$ cat config.mk
export PLATFORM = sky130hd
export DESIGN_NAME = glbl_reg_top
export DESIGN_NICKNAME = d
export VERILOG_FILES = /design/src/verilog/glbl_pkg.sv /design/src/verilog/glbl_rand_gen.sv /design/src/verilog/glbl_bus_slave.sv /design/src/verilog/glbl_cfg_regs.sv /design/src/verilog/glbl_intr_ctrl.sv /design/src/verilog/glbl_reg_top.sv
export SDC_FILE = /design/constraint.sdc
export NUM_CORES = 1
export LEC_CHECK = 0
export ABC_CLOCK_PERIOD_IN_PS = 1800
export BUFFER_PORTS_ARGS = -buffer_cell sky130_fd_sc_hd__buf_2
export CAP_MARGIN = 20
export CORE_ASPECT_RATIO = 0.9
export CORE_MARGIN = 3
export CORE_UTILIZATION = 53
export DETAILED_ROUTE_END_ITERATION = 10
export PLACE_DENSITY = 0.83
export SYNTH_ARGS = -nofsm -noshare
export SYNTH_HDL_FRONTEND = slang
export SYNTH_HIERARCHICAL = 1
export SYNTH_SLANG_ARGS = --single-unit
$ cat constraint.sdc
create_clock -name mclk -period 1.8 [get_ports mclk]
set_input_delay 0.18 -clock mclk [delete_from_list [all_inputs] [get_ports mclk]]
set_output_delay 0.18 -clock mclk [all_outputs]
set_load 0.05 [all_outputs]
$ cat src/verilog/glbl_pkg.sv
package glbl_pkg;

   //--------------------------------------------------------------------------
   // Register bus widths
   //--------------------------------------------------------------------------
   localparam int DATA_W = 32;
   localparam int ADDR_W = 5;
   localparam int BE_W   = DATA_W / 8;

   typedef logic [DATA_W-1:0]    reg_data_t;
   typedef logic [ADDR_W-1:0]    reg_addr_t;
   typedef logic [BE_W-1:0]      reg_be_t;
   // One select bit per word address
   typedef logic [2**ADDR_W-1:0] reg_sel_t;

   //--------------------------------------------------------------------------
   // Address map (word addresses)
   //--------------------------------------------------------------------------
   localparam reg_addr_t ADDR_CHIP_ID    = 5'd0;
   localparam reg_addr_t ADDR_RST_CTRL   = 5'd1;
   localparam reg_addr_t ADDR_GLBL_CFG   = 5'd2;
   localparam reg_addr_t ADDR_INTR_MASK  = 5'd3;
   localparam reg_addr_t ADDR_INTR_STAT  = 5'd4;
   localparam reg_addr_t ADDR_MULTI_FUNC = 5'd5;
   localparam reg_addr_t ADDR_RANDOM     = 5'd9;
   localparam reg_addr_t ADDR_INTR_SET   = 5'd10;
   localparam reg_addr_t ADDR_MAILBOX    = 5'd15;
   localparam reg_addr_t ADDR_SCRATCH0   = 5'd16;
   localparam reg_addr_t ADDR_SCRATCH1   = 5'd17;
   localparam reg_addr_t ADDR_SCRATCH2   = 5'd18;
   localparam reg_addr_t ADDR_SCRATCH3   = 5'd19;

   // Manufacturer 8268, two cores, chip 7, revision 01
   localparam reg_data_t CHIP_ID_VAL = {16'h8268, 4'h2, 4'h7, 8'h01};

   // Reset values, overridable from the top level
   localparam reg_data_t RST_CTRL_RESET   = 32'h0000_0003;
   localparam reg_data_t MULTI_FUNC_RESET = 32'hC000_0000;
   localparam reg_data_t RNG_SEED_RESET   = 32'h1357_9BDF;

   //--------------------------------------------------------------------------
   // Bundled signals
   //--------------------------------------------------------------------------
   typedef struct packed {
      logic      cs;
      logic      wr;
      reg_addr_t addr;
      reg_data_t wdata;
      reg_be_t   be;
   } reg_req_t;

   // All active low
   typedef struct packed {
      logic [3:0] cpu_core_rst_n;
      logic       cpu_intf_rst_n;
      logic       qspim_rst_n;
      logic       sspim_rst_n;
      logic [1:0] uart_rst_n;
      logic       i2cm_rst_n;
      logic       usb_rst_n;
   } rst_ctrl_t;

   // Same bit order as the status word
   typedef struct packed {
      logic [23:0] gpio_intr;   // GPIO 31..8
      logic        ir;
      logic        rtc;
      logic        pwm;
      logic        usb;
      logic        i2cm;
      logic [2:0]  timer_intr;
   } intr_src_t;

   // Words owned by the configuration bank
   typedef struct packed {
      reg_data_t rst_ctrl;
      reg_data_t glbl_cfg;
      reg_data_t multi_func;
      reg_data_t mailbox;
      reg_data_t scratch0;
      reg_data_t scratch1;
      reg_data_t scratch2;
      reg_data_t scratch3;
   } cfg_words_t;

   typedef struct packed {
      cfg_words_t cfg;
      reg_data_t  intr_mask;
      reg_data_t  intr_stat;
      reg_data_t  random;
      reg_data_t  spare;
   } reg_bank_t;

   // Byte enables widened to a bit mask
   function automatic reg_data_t be_to_mask(input reg_be_t be);
      reg_data_t mask;
      for (int i = 0; i < BE_W; i++) begin
         mask[8*i +: 8] = {8{be[i]}};
      end
      return mask;
   endfunction

endpackage

$ cat src/verilog/glbl_rand_gen.sv
module glbl_rand_gen #(
   parameter glbl_pkg::reg_data_t RNG_SEED = glbl_pkg::RNG_SEED_RESET
) (
   input  logic                mclk,
   input  logic                s_reset_n,
   input  logic                ack,
   output glbl_pkg::reg_data_t random
);

   logic feedback;

   // Fibonacci taps 32, 22, 2, 1
   assign feedback = random[31] ^ random[21] ^ random[1] ^ random[0];

   //--------------------------------------------------------------------------
   // One step per bus ack, read captures the pre-step value
   //--------------------------------------------------------------------------
   always_ff @(posedge mclk or negedge s_reset_n) begin
      if (!s_reset_n) begin
         random <= RNG_SEED;
      end else if (ack) begin
         // Shift left, feedback into bit 0
         random <= {random[30:0], feedback};
      end
   end

endmodule

$ cat src/verilog/glbl_bus_slave.sv
module glbl_bus_slave (
   input  logic                mclk,
   input  logic                s_reset_n,
   input  glbl_pkg::reg_req_t  req,
   input  glbl_pkg::reg_bank_t bank,
   output glbl_pkg::reg_data_t rdata,
   output logic                ack,
   output glbl_pkg::reg_sel_t  wr_sel,
   output glbl_pkg::reg_be_t   be
);

   glbl_pkg::reg_sel_t  addr_hit;
   glbl_pkg::reg_data_t rd_word;

   //--------------------------------------------------------------------------
   // Handshake: one ack cycle per access, read data captured with it
   //--------------------------------------------------------------------------
   always_ff @(posedge mclk or negedge s_reset_n) begin
      if (!s_reset_n) begin
         ack   <= 1'b0;
         rdata <= '0;
      end else if (req.cs && !ack) begin
         ack   <= 1'b1;
         rdata <= rd_word;
      end else begin
         // Data held until next access
         ack <= 1'b0;
      end
   end

   // Single one-hot decode of the word address
   always_comb begin
      addr_hit           = '0;
      addr_hit[req.addr] = 1'b1;
   end

   // Write strobe only in the ack cycle
   // Register lands at the edge closing that cycle
   assign wr_sel = (ack && req.cs && req.wr) ? addr_hit : '0;
   assign be     = req.be;

   //--------------------------------------------------------------------------
   // Read mux
   //--------------------------------------------------------------------------
   always_comb begin
      case (req.addr)
         glbl_pkg::ADDR_CHIP_ID:    rd_word = glbl_pkg::CHIP_ID_VAL;
         glbl_pkg::ADDR_RST_CTRL:   rd_word = bank.cfg.rst_ctrl;
         glbl_pkg::ADDR_GLBL_CFG:   rd_word = bank.cfg.glbl_cfg;
         glbl_pkg::ADDR_INTR_MASK:  rd_word = bank.intr_mask;
         glbl_pkg::ADDR_INTR_STAT:  rd_word = bank.intr_stat;
         glbl_pkg::ADDR_MULTI_FUNC: rd_word = bank.cfg.multi_func;
         glbl_pkg::ADDR_RANDOM:     rd_word = bank.random;
         // Set port reads back the status
         glbl_pkg::ADDR_INTR_SET:   rd_word = bank.intr_stat;
         glbl_pkg::ADDR_MAILBOX:    rd_word = bank.cfg.mailbox;
         glbl_pkg::ADDR_SCRATCH0:   rd_word = bank.cfg.scratch0;
         glbl_pkg::ADDR_SCRATCH1:   rd_word = bank.cfg.scratch1;
         glbl_pkg::ADDR_SCRATCH2:   rd_word = bank.cfg.scratch2;
         glbl_pkg::ADDR_SCRATCH3:   rd_word = bank.cfg.scratch3;
         // Unmapped, spare word is tied to zero
         default:                   rd_word = bank.spare;
      endcase
   end

endmodule

$ cat src/verilog/glbl_cfg_regs.sv
module glbl_cfg_regs #(
   parameter glbl_pkg::reg_data_t RST_CTRL_DEFAULT   = glbl_pkg::RST_CTRL_RESET,
   parameter glbl_pkg::reg_data_t MULTI_FUNC_DEFAULT = glbl_pkg::MULTI_FUNC_RESET
) (
   input  logic                  mclk,
   input  logic                  s_reset_n,
   input  glbl_pkg::reg_sel_t    wr_sel,
   input  glbl_pkg::reg_be_t     be,
   input  glbl_pkg::reg_data_t   wdata,
   output glbl_pkg::rst_ctrl_t   rst_ctrl,
   output logic                  soft_irq,
   output logic [2:0]            user_irq,
   output logic [15:0]           cfg_riscv_ctrl,
   output logic                  cfg_gpio_dgmode,
   output glbl_pkg::reg_data_t   cfg_multi_func_sel,
   output glbl_pkg::cfg_words_t  cfg_words
);

   localparam int NUM_WORDS = 8;

   // Word slots, same order as cfg_words_t
   localparam glbl_pkg::reg_addr_t WORD_ADDR [NUM_WORDS] = '{
      glbl_pkg::ADDR_RST_CTRL, glbl_pkg::ADDR_GLBL_CFG,
      glbl_pkg::ADDR_MULTI_FUNC, glbl_pkg::ADDR_MAILBOX,
      glbl_pkg::ADDR_SCRATCH0, glbl_pkg::ADDR_SCRATCH1,
      glbl_pkg::ADDR_SCRATCH2, glbl_pkg::ADDR_SCRATCH3
   };
   localparam glbl_pkg::reg_data_t WORD_INIT [NUM_WORDS] = '{
      RST_CTRL_DEFAULT, '0, MULTI_FUNC_DEFAULT, '0, '0, '0, '0, '0
   };

   glbl_pkg::reg_data_t byte_mask;
   glbl_pkg::reg_data_t word_q [NUM_WORDS];

   assign byte_mask = glbl_pkg::be_to_mask(be);

   //--------------------------------------------------------------------------
   // Byte-writable words
   //--------------------------------------------------------------------------
   for (genvar i = 0; i < NUM_WORDS; i++) begin : g_word
      glbl_pkg::reg_data_t q;

      always_ff @(posedge mclk or negedge s_reset_n) begin
         if (!s_reset_n) begin
            q <= WORD_INIT[i];
         end else if (wr_sel[WORD_ADDR[i]]) begin
            // Merge enabled bytes only
            q <= (q & ~byte_mask) | (wdata & byte_mask);
         end
      end

      assign word_q[i] = q;
   end

   assign cfg_words.rst_ctrl   = word_q[0];
   assign cfg_words.glbl_cfg   = word_q[1];
   assign cfg_words.multi_func = word_q[2];
   assign cfg_words.mailbox    = word_q[3];
   assign cfg_words.scratch0   = word_q[4];
   assign cfg_words.scratch1   = word_q[5];
   assign cfg_words.scratch2   = word_q[6];
   assign cfg_words.scratch3   = word_q[7];

   //--------------------------------------------------------------------------
   // Output fields
   //--------------------------------------------------------------------------
   // Reset control, bit 7 and upper bits are storage only
   assign rst_ctrl.cpu_intf_rst_n = word_q[0][0];
   assign rst_ctrl.qspim_rst_n    = word_q[0][1];
   assign rst_ctrl.sspim_rst_n    = word_q[0][2];
   assign rst_ctrl.uart_rst_n     = {word_q[0][6], word_q[0][3]};
   assign rst_ctrl.i2cm_rst_n     = word_q[0][4];
   assign rst_ctrl.usb_rst_n      = word_q[0][5];
   assign rst_ctrl.cpu_core_rst_n = word_q[0][11:8];

   // General config
   assign user_irq        = word_q[1][2:0];
   assign soft_irq        = word_q[1][3];
   assign cfg_gpio_dgmode = word_q[1][8];
   assign cfg_riscv_ctrl  = word_q[1][31:16];

   // Pin mux select straight from its word
   assign cfg_multi_func_sel = word_q[2];

endmodule

$ cat src/verilog/glbl_intr_ctrl.sv
module glbl_intr_ctrl (
   input  logic                 mclk,
   input  logic                 s_reset_n,
   input  glbl_pkg::reg_sel_t   wr_sel,
   input  glbl_pkg::reg_be_t    be,
   input  glbl_pkg::reg_data_t  wdata,
   input  glbl_pkg::intr_src_t  intr_src,
   output glbl_pkg::reg_data_t  irq_lines,
   output glbl_pkg::reg_data_t  intr_mask,
   output glbl_pkg::reg_data_t  intr_stat
);

   // Slow sources: {ir, rtc, usb, i2cm}
   logic [3:0] sync_q1;
   logic [3:0] sync_q2;

   glbl_pkg::reg_data_t byte_mask;
   glbl_pkg::reg_data_t hw_req;
   glbl_pkg::reg_data_t sw_set;
   glbl_pkg::reg_data_t sw_clr;
   glbl_pkg::reg_data_t intr_req;

   //--------------------------------------------------------------------------
   // Two-flop synchronizers for sources from other clock domains
   //--------------------------------------------------------------------------
   always_ff @(posedge mclk or negedge s_reset_n) begin
      if (!s_reset_n) begin
         sync_q1 <= '0;
         sync_q2 <= '0;
      end else begin
         sync_q1 <= {intr_src.ir, intr_src.rtc, intr_src.usb, intr_src.i2cm};
         sync_q2 <= sync_q1;
      end
   end

   // GPIO, PWM and timer already on mclk
   assign hw_req = {intr_src.gpio_intr, sync_q2[3], sync_q2[2], intr_src.pwm,
                    sync_q2[1], sync_q2[0], intr_src.timer_intr};

   assign byte_mask = glbl_pkg::be_to_mask(be);

   // Software set port and write-1-to-clear
   assign sw_set = wr_sel[glbl_pkg::ADDR_INTR_SET]  ? (wdata & byte_mask) : '0;
   assign sw_clr = wr_sel[glbl_pkg::ADDR_INTR_STAT] ? (wdata & byte_mask) : '0;

   assign intr_req = hw_req | sw_set;

   //--------------------------------------------------------------------------
   // Status and mask
   //--------------------------------------------------------------------------
   always_ff @(posedge mclk or negedge s_reset_n) begin
      if (!s_reset_n) begin
         intr_stat <= '0;
      end else begin
         // Request beats clear in the same cycle
         intr_stat <= (intr_stat & ~sw_clr) | intr_req;
      end
   end

   always_ff @(posedge mclk or negedge s_reset_n) begin
      if (!s_reset_n) begin
         intr_mask <= '0;
      end else if (wr_sel[glbl_pkg::ADDR_INTR_MASK]) begin
         intr_mask <= (intr_mask & ~byte_mask) | (wdata & byte_mask);
      end
   end

   // Unregistered to the core
   assign irq_lines = intr_mask & intr_stat;

endmodule

$ cat src/verilog/glbl_reg_top.sv
module glbl_reg_top #(
   parameter glbl_pkg::reg_data_t RST_CTRL_DEFAULT   = glbl_pkg::RST_CTRL_RESET,
   parameter glbl_pkg::reg_data_t MULTI_FUNC_DEFAULT = glbl_pkg::MULTI_FUNC_RESET,
   parameter glbl_pkg::reg_data_t RNG_SEED           = glbl_pkg::RNG_SEED_RESET
) (
   input  logic                 mclk,
   input  logic                 s_reset_n,
   // Register bus
   input  glbl_pkg::reg_req_t   req,
   output glbl_pkg::reg_data_t  rdata,
   output logic                 ack,
   // Interrupts
   input  glbl_pkg::intr_src_t  intr_src,
   output glbl_pkg::rst_ctrl_t  rst_ctrl,
   output glbl_pkg::reg_data_t  irq_lines,
   output logic                 soft_irq,
   output logic [2:0]           user_irq,
   // Configuration fields
   output logic [15:0]          cfg_riscv_ctrl,
   output logic                 cfg_gpio_dgmode,
   output glbl_pkg::reg_data_t  cfg_multi_func_sel
);

   glbl_pkg::reg_bank_t  bank;
   glbl_pkg::cfg_words_t cfg_words;
   glbl_pkg::reg_sel_t   wr_sel;
   glbl_pkg::reg_be_t    wr_be;
   glbl_pkg::reg_data_t  intr_mask;
   glbl_pkg::reg_data_t  intr_stat;
   glbl_pkg::reg_data_t  random;

   // Collect the readable words for the read mux
   assign bank.cfg       = cfg_words;
   assign bank.intr_mask = intr_mask;
   assign bank.intr_stat = intr_stat;
   assign bank.random    = random;
   assign bank.spare     = '0;

   glbl_bus_slave u_bus_slave (
      .mclk      (mclk),
      .s_reset_n (s_reset_n),
      .req       (req),
      .bank      (bank),
      .rdata     (rdata),
      .ack       (ack),
      .wr_sel    (wr_sel),
      .be        (wr_be)
   );

   glbl_cfg_regs #(
      .RST_CTRL_DEFAULT   (RST_CTRL_DEFAULT),
      .MULTI_FUNC_DEFAULT (MULTI_FUNC_DEFAULT)
   ) u_cfg_regs (
      .mclk               (mclk),
      .s_reset_n          (s_reset_n),
      .wr_sel             (wr_sel),
      .be                 (wr_be),
      .wdata              (req.wdata),
      .rst_ctrl           (rst_ctrl),
      .soft_irq           (soft_irq),
      .user_irq           (user_irq),
      .cfg_riscv_ctrl     (cfg_riscv_ctrl),
      .cfg_gpio_dgmode    (cfg_gpio_dgmode),
      .cfg_multi_func_sel (cfg_multi_func_sel),
      .cfg_words          (cfg_words)
   );

   glbl_intr_ctrl u_intr_ctrl (
      .mclk      (mclk),
      .s_reset_n (s_reset_n),
      .wr_sel    (wr_sel),
      .be        (wr_be),
      .wdata     (req.wdata),
      .intr_src  (intr_src),
      .irq_lines (irq_lines),
      .intr_mask (intr_mask),
      .intr_stat (intr_stat)
   );

   glbl_rand_gen #(
      .RNG_SEED (RNG_SEED)
   ) u_rand_gen (
      .mclk      (mclk),
      .s_reset_n (s_reset_n),
      .ack       (ack),
      .random    (random)
   );

endmodule

==> results of run 1 <==
worst min path at each step:
stage	from	end	slack (ns)	depth (start not counted)
after floorplan	s_reset_n	u_bus_slave/ack	-0.12	0
after global placement	s_reset_n	u_intr_ctrl/intr_stat[26]	0.16	1
after detailed placement	s_reset_n	u_intr_ctrl/intr_stat[26]	0.16	1
after CTS	req[9]	u_intr_ctrl/intr_stat[5]	0.01	2
after global routing	req[8]	flop	0.04	2
final	req[8]	flop	0.03	2
report_power, final:
group	internal, W	switching, W	total [W]
clock network	0.00513	0.00341	0.00853
logic	0.000913	0.00184	0.00275
registers	0.00920	0.000243	0.00944
total	0.0152	0.00549	0.0207
what timing repair did:
item,CTS,global route
cloned,0,0
hold buffers,33,0
gates resized for setup,12,8
hold endpoints to repair,74,0
setup endpoints to repair,38,92
pin swaps,1,0
worst reg2reg max path: cells and delay by family (launching register included):
family,cells,cell delay (ns)
buf+inv,2,0.38
simple gates,4,0.62
flops,1,0.42
mux,1,0.27
final cells by class:
| cell class | count | area (µm²) |
|---|---|---|
| multi-input combinational | 934 | 8110 |
| timing repair buffer | 423 | 3080 |
| clock inverter | 16 | 208 |
| clock buffer | 54 | 1130 |
| tap | 462 | 578 |
| sequential | 393 | 9870 |
| inverter | 6 | 22.5 |
| fill | 2508 | 11400 |
per-layer routing:
| layer | global-route usage | up-vias |
|---|---|---|
| met5 | 0 | - |
| met4 | 0.132 | 4 |
| met3 | 0.0742 | 190 |
| met2 | 0.502 | 840 |
| met1 | 0.421 | 7203 |
| li1 | - | 6015 |
per-stage QoR:
step / util / hold slack, ns
after floorplan: - / -0.116
after global placement: 0.617 / 0.155
after detailed placement: 0.617 / 0.162
after CTS: 0.667 / 0.0145
after global routing: 0.668 / 0.0439
final: 0.668 / 0.0290
==> metrics, run 1 <==
clk_skew 0.0107 ns; initial antenna violation count 2; n_diodes 0; Routed Antenna Nets 0; core box area 34400 µm²; Lkg Pwr 11.3 nW; highest metal used met5; number of cells produced by synthesis 1445; global-route wire length before repair 90300 µm; clock root buffer clkbuf_16; Fin. Hold Viols 0; final setup vio count 8; non-filler cells, final 2288; H-tree lvl count 2; Worst Hold Class input pin to flop; Warnings, synthesis 6; Critical Path RT 1.62 ns; total power density per cell area 901 nW/µm²; Worst Slack Setup Final -0.0328 ns; PortBufs 205; DRT iter0 DRCs 1255; drt total wl 60000 µm; RSZ-0062 raised after global routing true; crit path kind flop to output pin; crit path DAT 1.65 ns; startpoint types flop; die area 37700 µm²; Tcrit/Tclk final 1.02; VDD IR-drop max 0.000774 V; CTS clk-pin slew, worst paths 0.06 ns; Final TNS setup -0.0731 ns; die span in y 184 µm; fraction of layout cells with a size suffix above 1 0.475; Num CTS Buffers 39; buffers and inverters on the worst path 2; dpl cells 2185; max incr delay on CP 0.42 ns; worst slack, placed -0.474 ns; Register-to-Register Path Depth 7; I/O pin count 206; GRT Residual Overflow 0; CP Capture Point ack; post-DP HPWL 42500 µm; Placed Area 21200 µm²; Sink Count 393; MaxCap Viol Count 0; Syn Area/Cell 13.0 µm²; CP max FO 34; worst r2r src u_bus_slave/ack; Rel. slew slack 0.595; DRC violations left 0; WP depth 2; GP Congestion 0.915; most common cell after layout, fill and taps aside dfrtp_1; Power, Total 0.0207 W; failing checks negative setup slack; FP Rows 64; CP endpoint kind output pin; status finished with violations; CTS Buffer Depth 3; slew of the pin with the lowest slew margin 0.608 ns; P&R area growth vs syn 22.6%; gr usage total 0.316; via/cell ratio 6.23; vias in the first global route 14900; Mapped Area 18800 µm²; CP cell instances buf_8 -> buf_2; Final Net Count 1874; DRT met1 WL 23600 µm; final instance area 23000 µm²; DR pass1 iterations 8; Setup crit start u_bus_slave/ack; initial core utilization 0.545; min cycle time layout 1.83 ns; wire per inst 26.2 µm; Met2 Wirelength 28000 µm; final slew viol count 0; worst reg2reg setup slack -0.01 ns; largest net degree at the start of global routing 64; die width 204 µm; CTS tree yes; Clock Latency Late Sink 0.54 ns; Max Fclk 546 MHz; via count 14300; commonest non-fill, non-tap cells in the layout dfrtp_1 (368), mux2_2 (290), buf_2 (204); Slowest cell on crit path dfrtp_2; met3 WL 5920 µm; Setup Buffers After CTS 0; CP top delay family buffers and inverters
Power figures use the tool's default switching activity.
==> run 2, diff against run 1 <==
--- a/config.mk
+++ b/config.mk
@@ -8,11 +8,13 @@
 export ABC_CLOCK_PERIOD_IN_PS = 1800
 export BUFFER_PORTS_ARGS = -buffer_cell sky130_fd_sc_hd__buf_2
 export CAP_MARGIN = 20
+export CELL_PAD_IN_SITES_DETAIL_PLACEMENT = 0
+export CELL_PAD_IN_SITES_GLOBAL_PLACEMENT = 1
 export CORE_ASPECT_RATIO = 0.9
 export CORE_MARGIN = 3
-export CORE_UTILIZATION = 53
+export CORE_UTILIZATION = 44
 export DETAILED_ROUTE_END_ITERATION = 10
-export PLACE_DENSITY = 0.83
+export PLACE_DENSITY = 0.84
 export SYNTH_ARGS = -nofsm -noshare
 export SYNTH_HDL_FRONTEND = slang
 export SYNTH_HIERARCHICAL = 1
==> metrics, run 2 (synthesis results as in run 1) <==
GP Congestion 0.926 (+1.2%); Worst Hold Class input pin to flop; Clock Latency Late Sink 0.55 ns (about the same); clk_skew 0.0186 ns (+0.00793 ns); die width 224 µm (+9.5%); gr usage total 0.269 (-0.0465); Slowest cell on crit path dfrtp_2; Max Fclk 542 MHz (-0.68%); slew of the pin with the lowest slew margin 0.674 ns (+0.0665 ns); CTS Buffer Depth 3 (unchanged); failing checks negative setup slack; crit path DAT 2.27 ns (+0.62 ns); worst slack, placed -0.463 ns (+0.0110 ns); clock root buffer clkbuf_16; Fin. Hold Viols 0 (unchanged); WP depth 6 (+4); crit path kind flop to flop; via count 13800 (-2.8%); buffers and inverters on the worst path 2 (unchanged); startpoint types flop; Worst Slack Setup Final -0.0454 ns (-0.0126 ns); status finished with violations; final instance area 23000 µm² (about the same); Final Net Count 1858 (-0.85%); commonest non-fill, non-tap cells in the layout dfrtp_1 (368), mux2_2 (290), buf_2 (203); global-route wire length before repair 92500 µm (+2.4%); H-tree lvl count 2 (unchanged); wire per inst 25.9 µm (-1.3%); FP Rows 71 (+11%); CTS tree yes; I/O pin count 206 (unchanged); via/cell ratio 5.87 (-5.8%); Critical Path RT 2.23 ns (+0.61 ns); total power density per cell area 922 nW/µm² (+2.3%); vias in the first global route 14500 (-2.8%); die span in y 202 µm (+9.4%); initial antenna violation count 1 (-1); final slew viol count 0 (unchanged); Placed Area 21000 µm² (-0.89%); die area 45100 µm² (+20%); initial core utilization 0.447 (-0.0974); P&R area growth vs syn 22.7% (about the same); DR pass1 iterations 8 (unchanged); min cycle time layout 1.85 ns (+0.0126 ns); largest net degree at the start of global routing 79 (+23%); Num CTS Buffers 42 (+7.7%); fraction of layout cells with a size suffix above 1 0.473 (-0.00237); M3 GR Usage 0.0469 (-0.0273); PortBufs 205 (unchanged); CP endpoint kind flop; DRC violations left 0 (unchanged); post-DP HPWL 43600 µm (+2.5%); DRT iter0 DRCs 1233 (-1.8%); Routed Antenna Nets 0 (unchanged); Tcrit/Tclk final 1.03 (+0.00698); Register-to-Register Path Depth 6 (-1); Hold Path Stages 2 (unchanged); fin util 0.549 (-0.119); final setup vio count 16 (+8); MaxCap Viol Count 0 (unchanged); met2 Track Usage GR 0.430 (-0.0723); VDD IR-drop max 0.000519 V (-33%); RSZ-0062 raised after global routing true; Rel. slew slack 0.550 (-0.0443); GR Util met1 0.377 (-0.0440); Sink Count 393 (unchanged); Min Hold Slack 0.0298 ns (+0.000853 ns); core box area 41900 µm² (+22%); Top Usage Layer GRT met2; Lkg Pwr 11.3 nW (-0.44%); drt total wl 61100 µm (+1.8%); Final TNS setup -0.379 ns (-0.306 ns); max incr delay on CP 0.41 ns (about the same); CP top delay family simple AND/OR/NAND/NOR gates; most used cell, CP buf_4; most common cell after layout, fill and taps aside dfrtp_1; CTS clk-pin slew, worst paths 0.06 ns (about the same); CP cell instances nand3_4 -> buf_4 -> nor3_2 -> buf_4 -> nand2_2 -> mux2_2; n_diodes 0 (unchanged); GRT Residual Overflow 0 (unchanged); CP max FO 8 (-76%)
[run 2: area by class of cell]
type,count,area (µm²)
clock buffer,61,1230
fill,3539,18900
clock inverter,16,223
sequential,393,9870
tap,547,684
inverter,6,22.5
multi-input combinational,934,8130
timing repair buffer,404,2850
[run 2: repair_timing]
action                                  CTS  global route
resized for setup                        12            23
hold endpoints to repair                411             0
pin swaps                                 1             0
endpoints found under the setup margin   47           176
hold buffers                             34             0
cloned                                    1             0
setup buffers                             2             1
[run 2: final timing paths]
| kind | endpoint | slack, ns | startpoint |
|---|---|---|---|
| worst min register to register | u_intr_ctrl/sync_q2[0] | 0.35 | u_intr_ctrl/sync_q1[0] |
| min in group asynchronous | async pin | 0.15 | s_reset_n |
| worst min-delay path | flop | 0.03 | req[32] |
| worst max-delay path | flop | -0.05 | u_bus_slave/ack |
| worst max register to register | flop | -0.05 | u_bus_slave/ack |
| max in group asynchronous | u_rand_gen/random[18] | 0.89 | s_reset_n |
[run 2: through the flow]
stage	cells	total power (W)
6_report	2361	0.0212
5_1_grt	2361	0.0219
4_1_cts	2361	0.0213
3_5_place_dp	2247	0.0122
3_3_place_gp	2247	0.0121
2_1_floorplan	1476	0.0111
[run 2: metal layers]
metal	vias up	part of all wire
li1	5992	-
met1	7107	0.42
met2	619	0.46
met3	131	0.082
met4	0	0.032
met5	-	0
[run 2: worst reg2reg max path: stages, from the launching register on]
cell     delay (ns)
dfrtp_2        0.41
nand3_4        0.09
buf_4          0.19
nor3_2         0.27
buf_4          0.18
nand2_2        0.21
mux2_2         0.38
[run 2: power breakdown]
group / switching [W] / internal [W] / total [W]
clock network: 0.00360 / 0.00549 / 0.00909
logic: 0.00182 / 0.000861 / 0.00269
registers: 0.000241 / 0.00920 / 0.00944
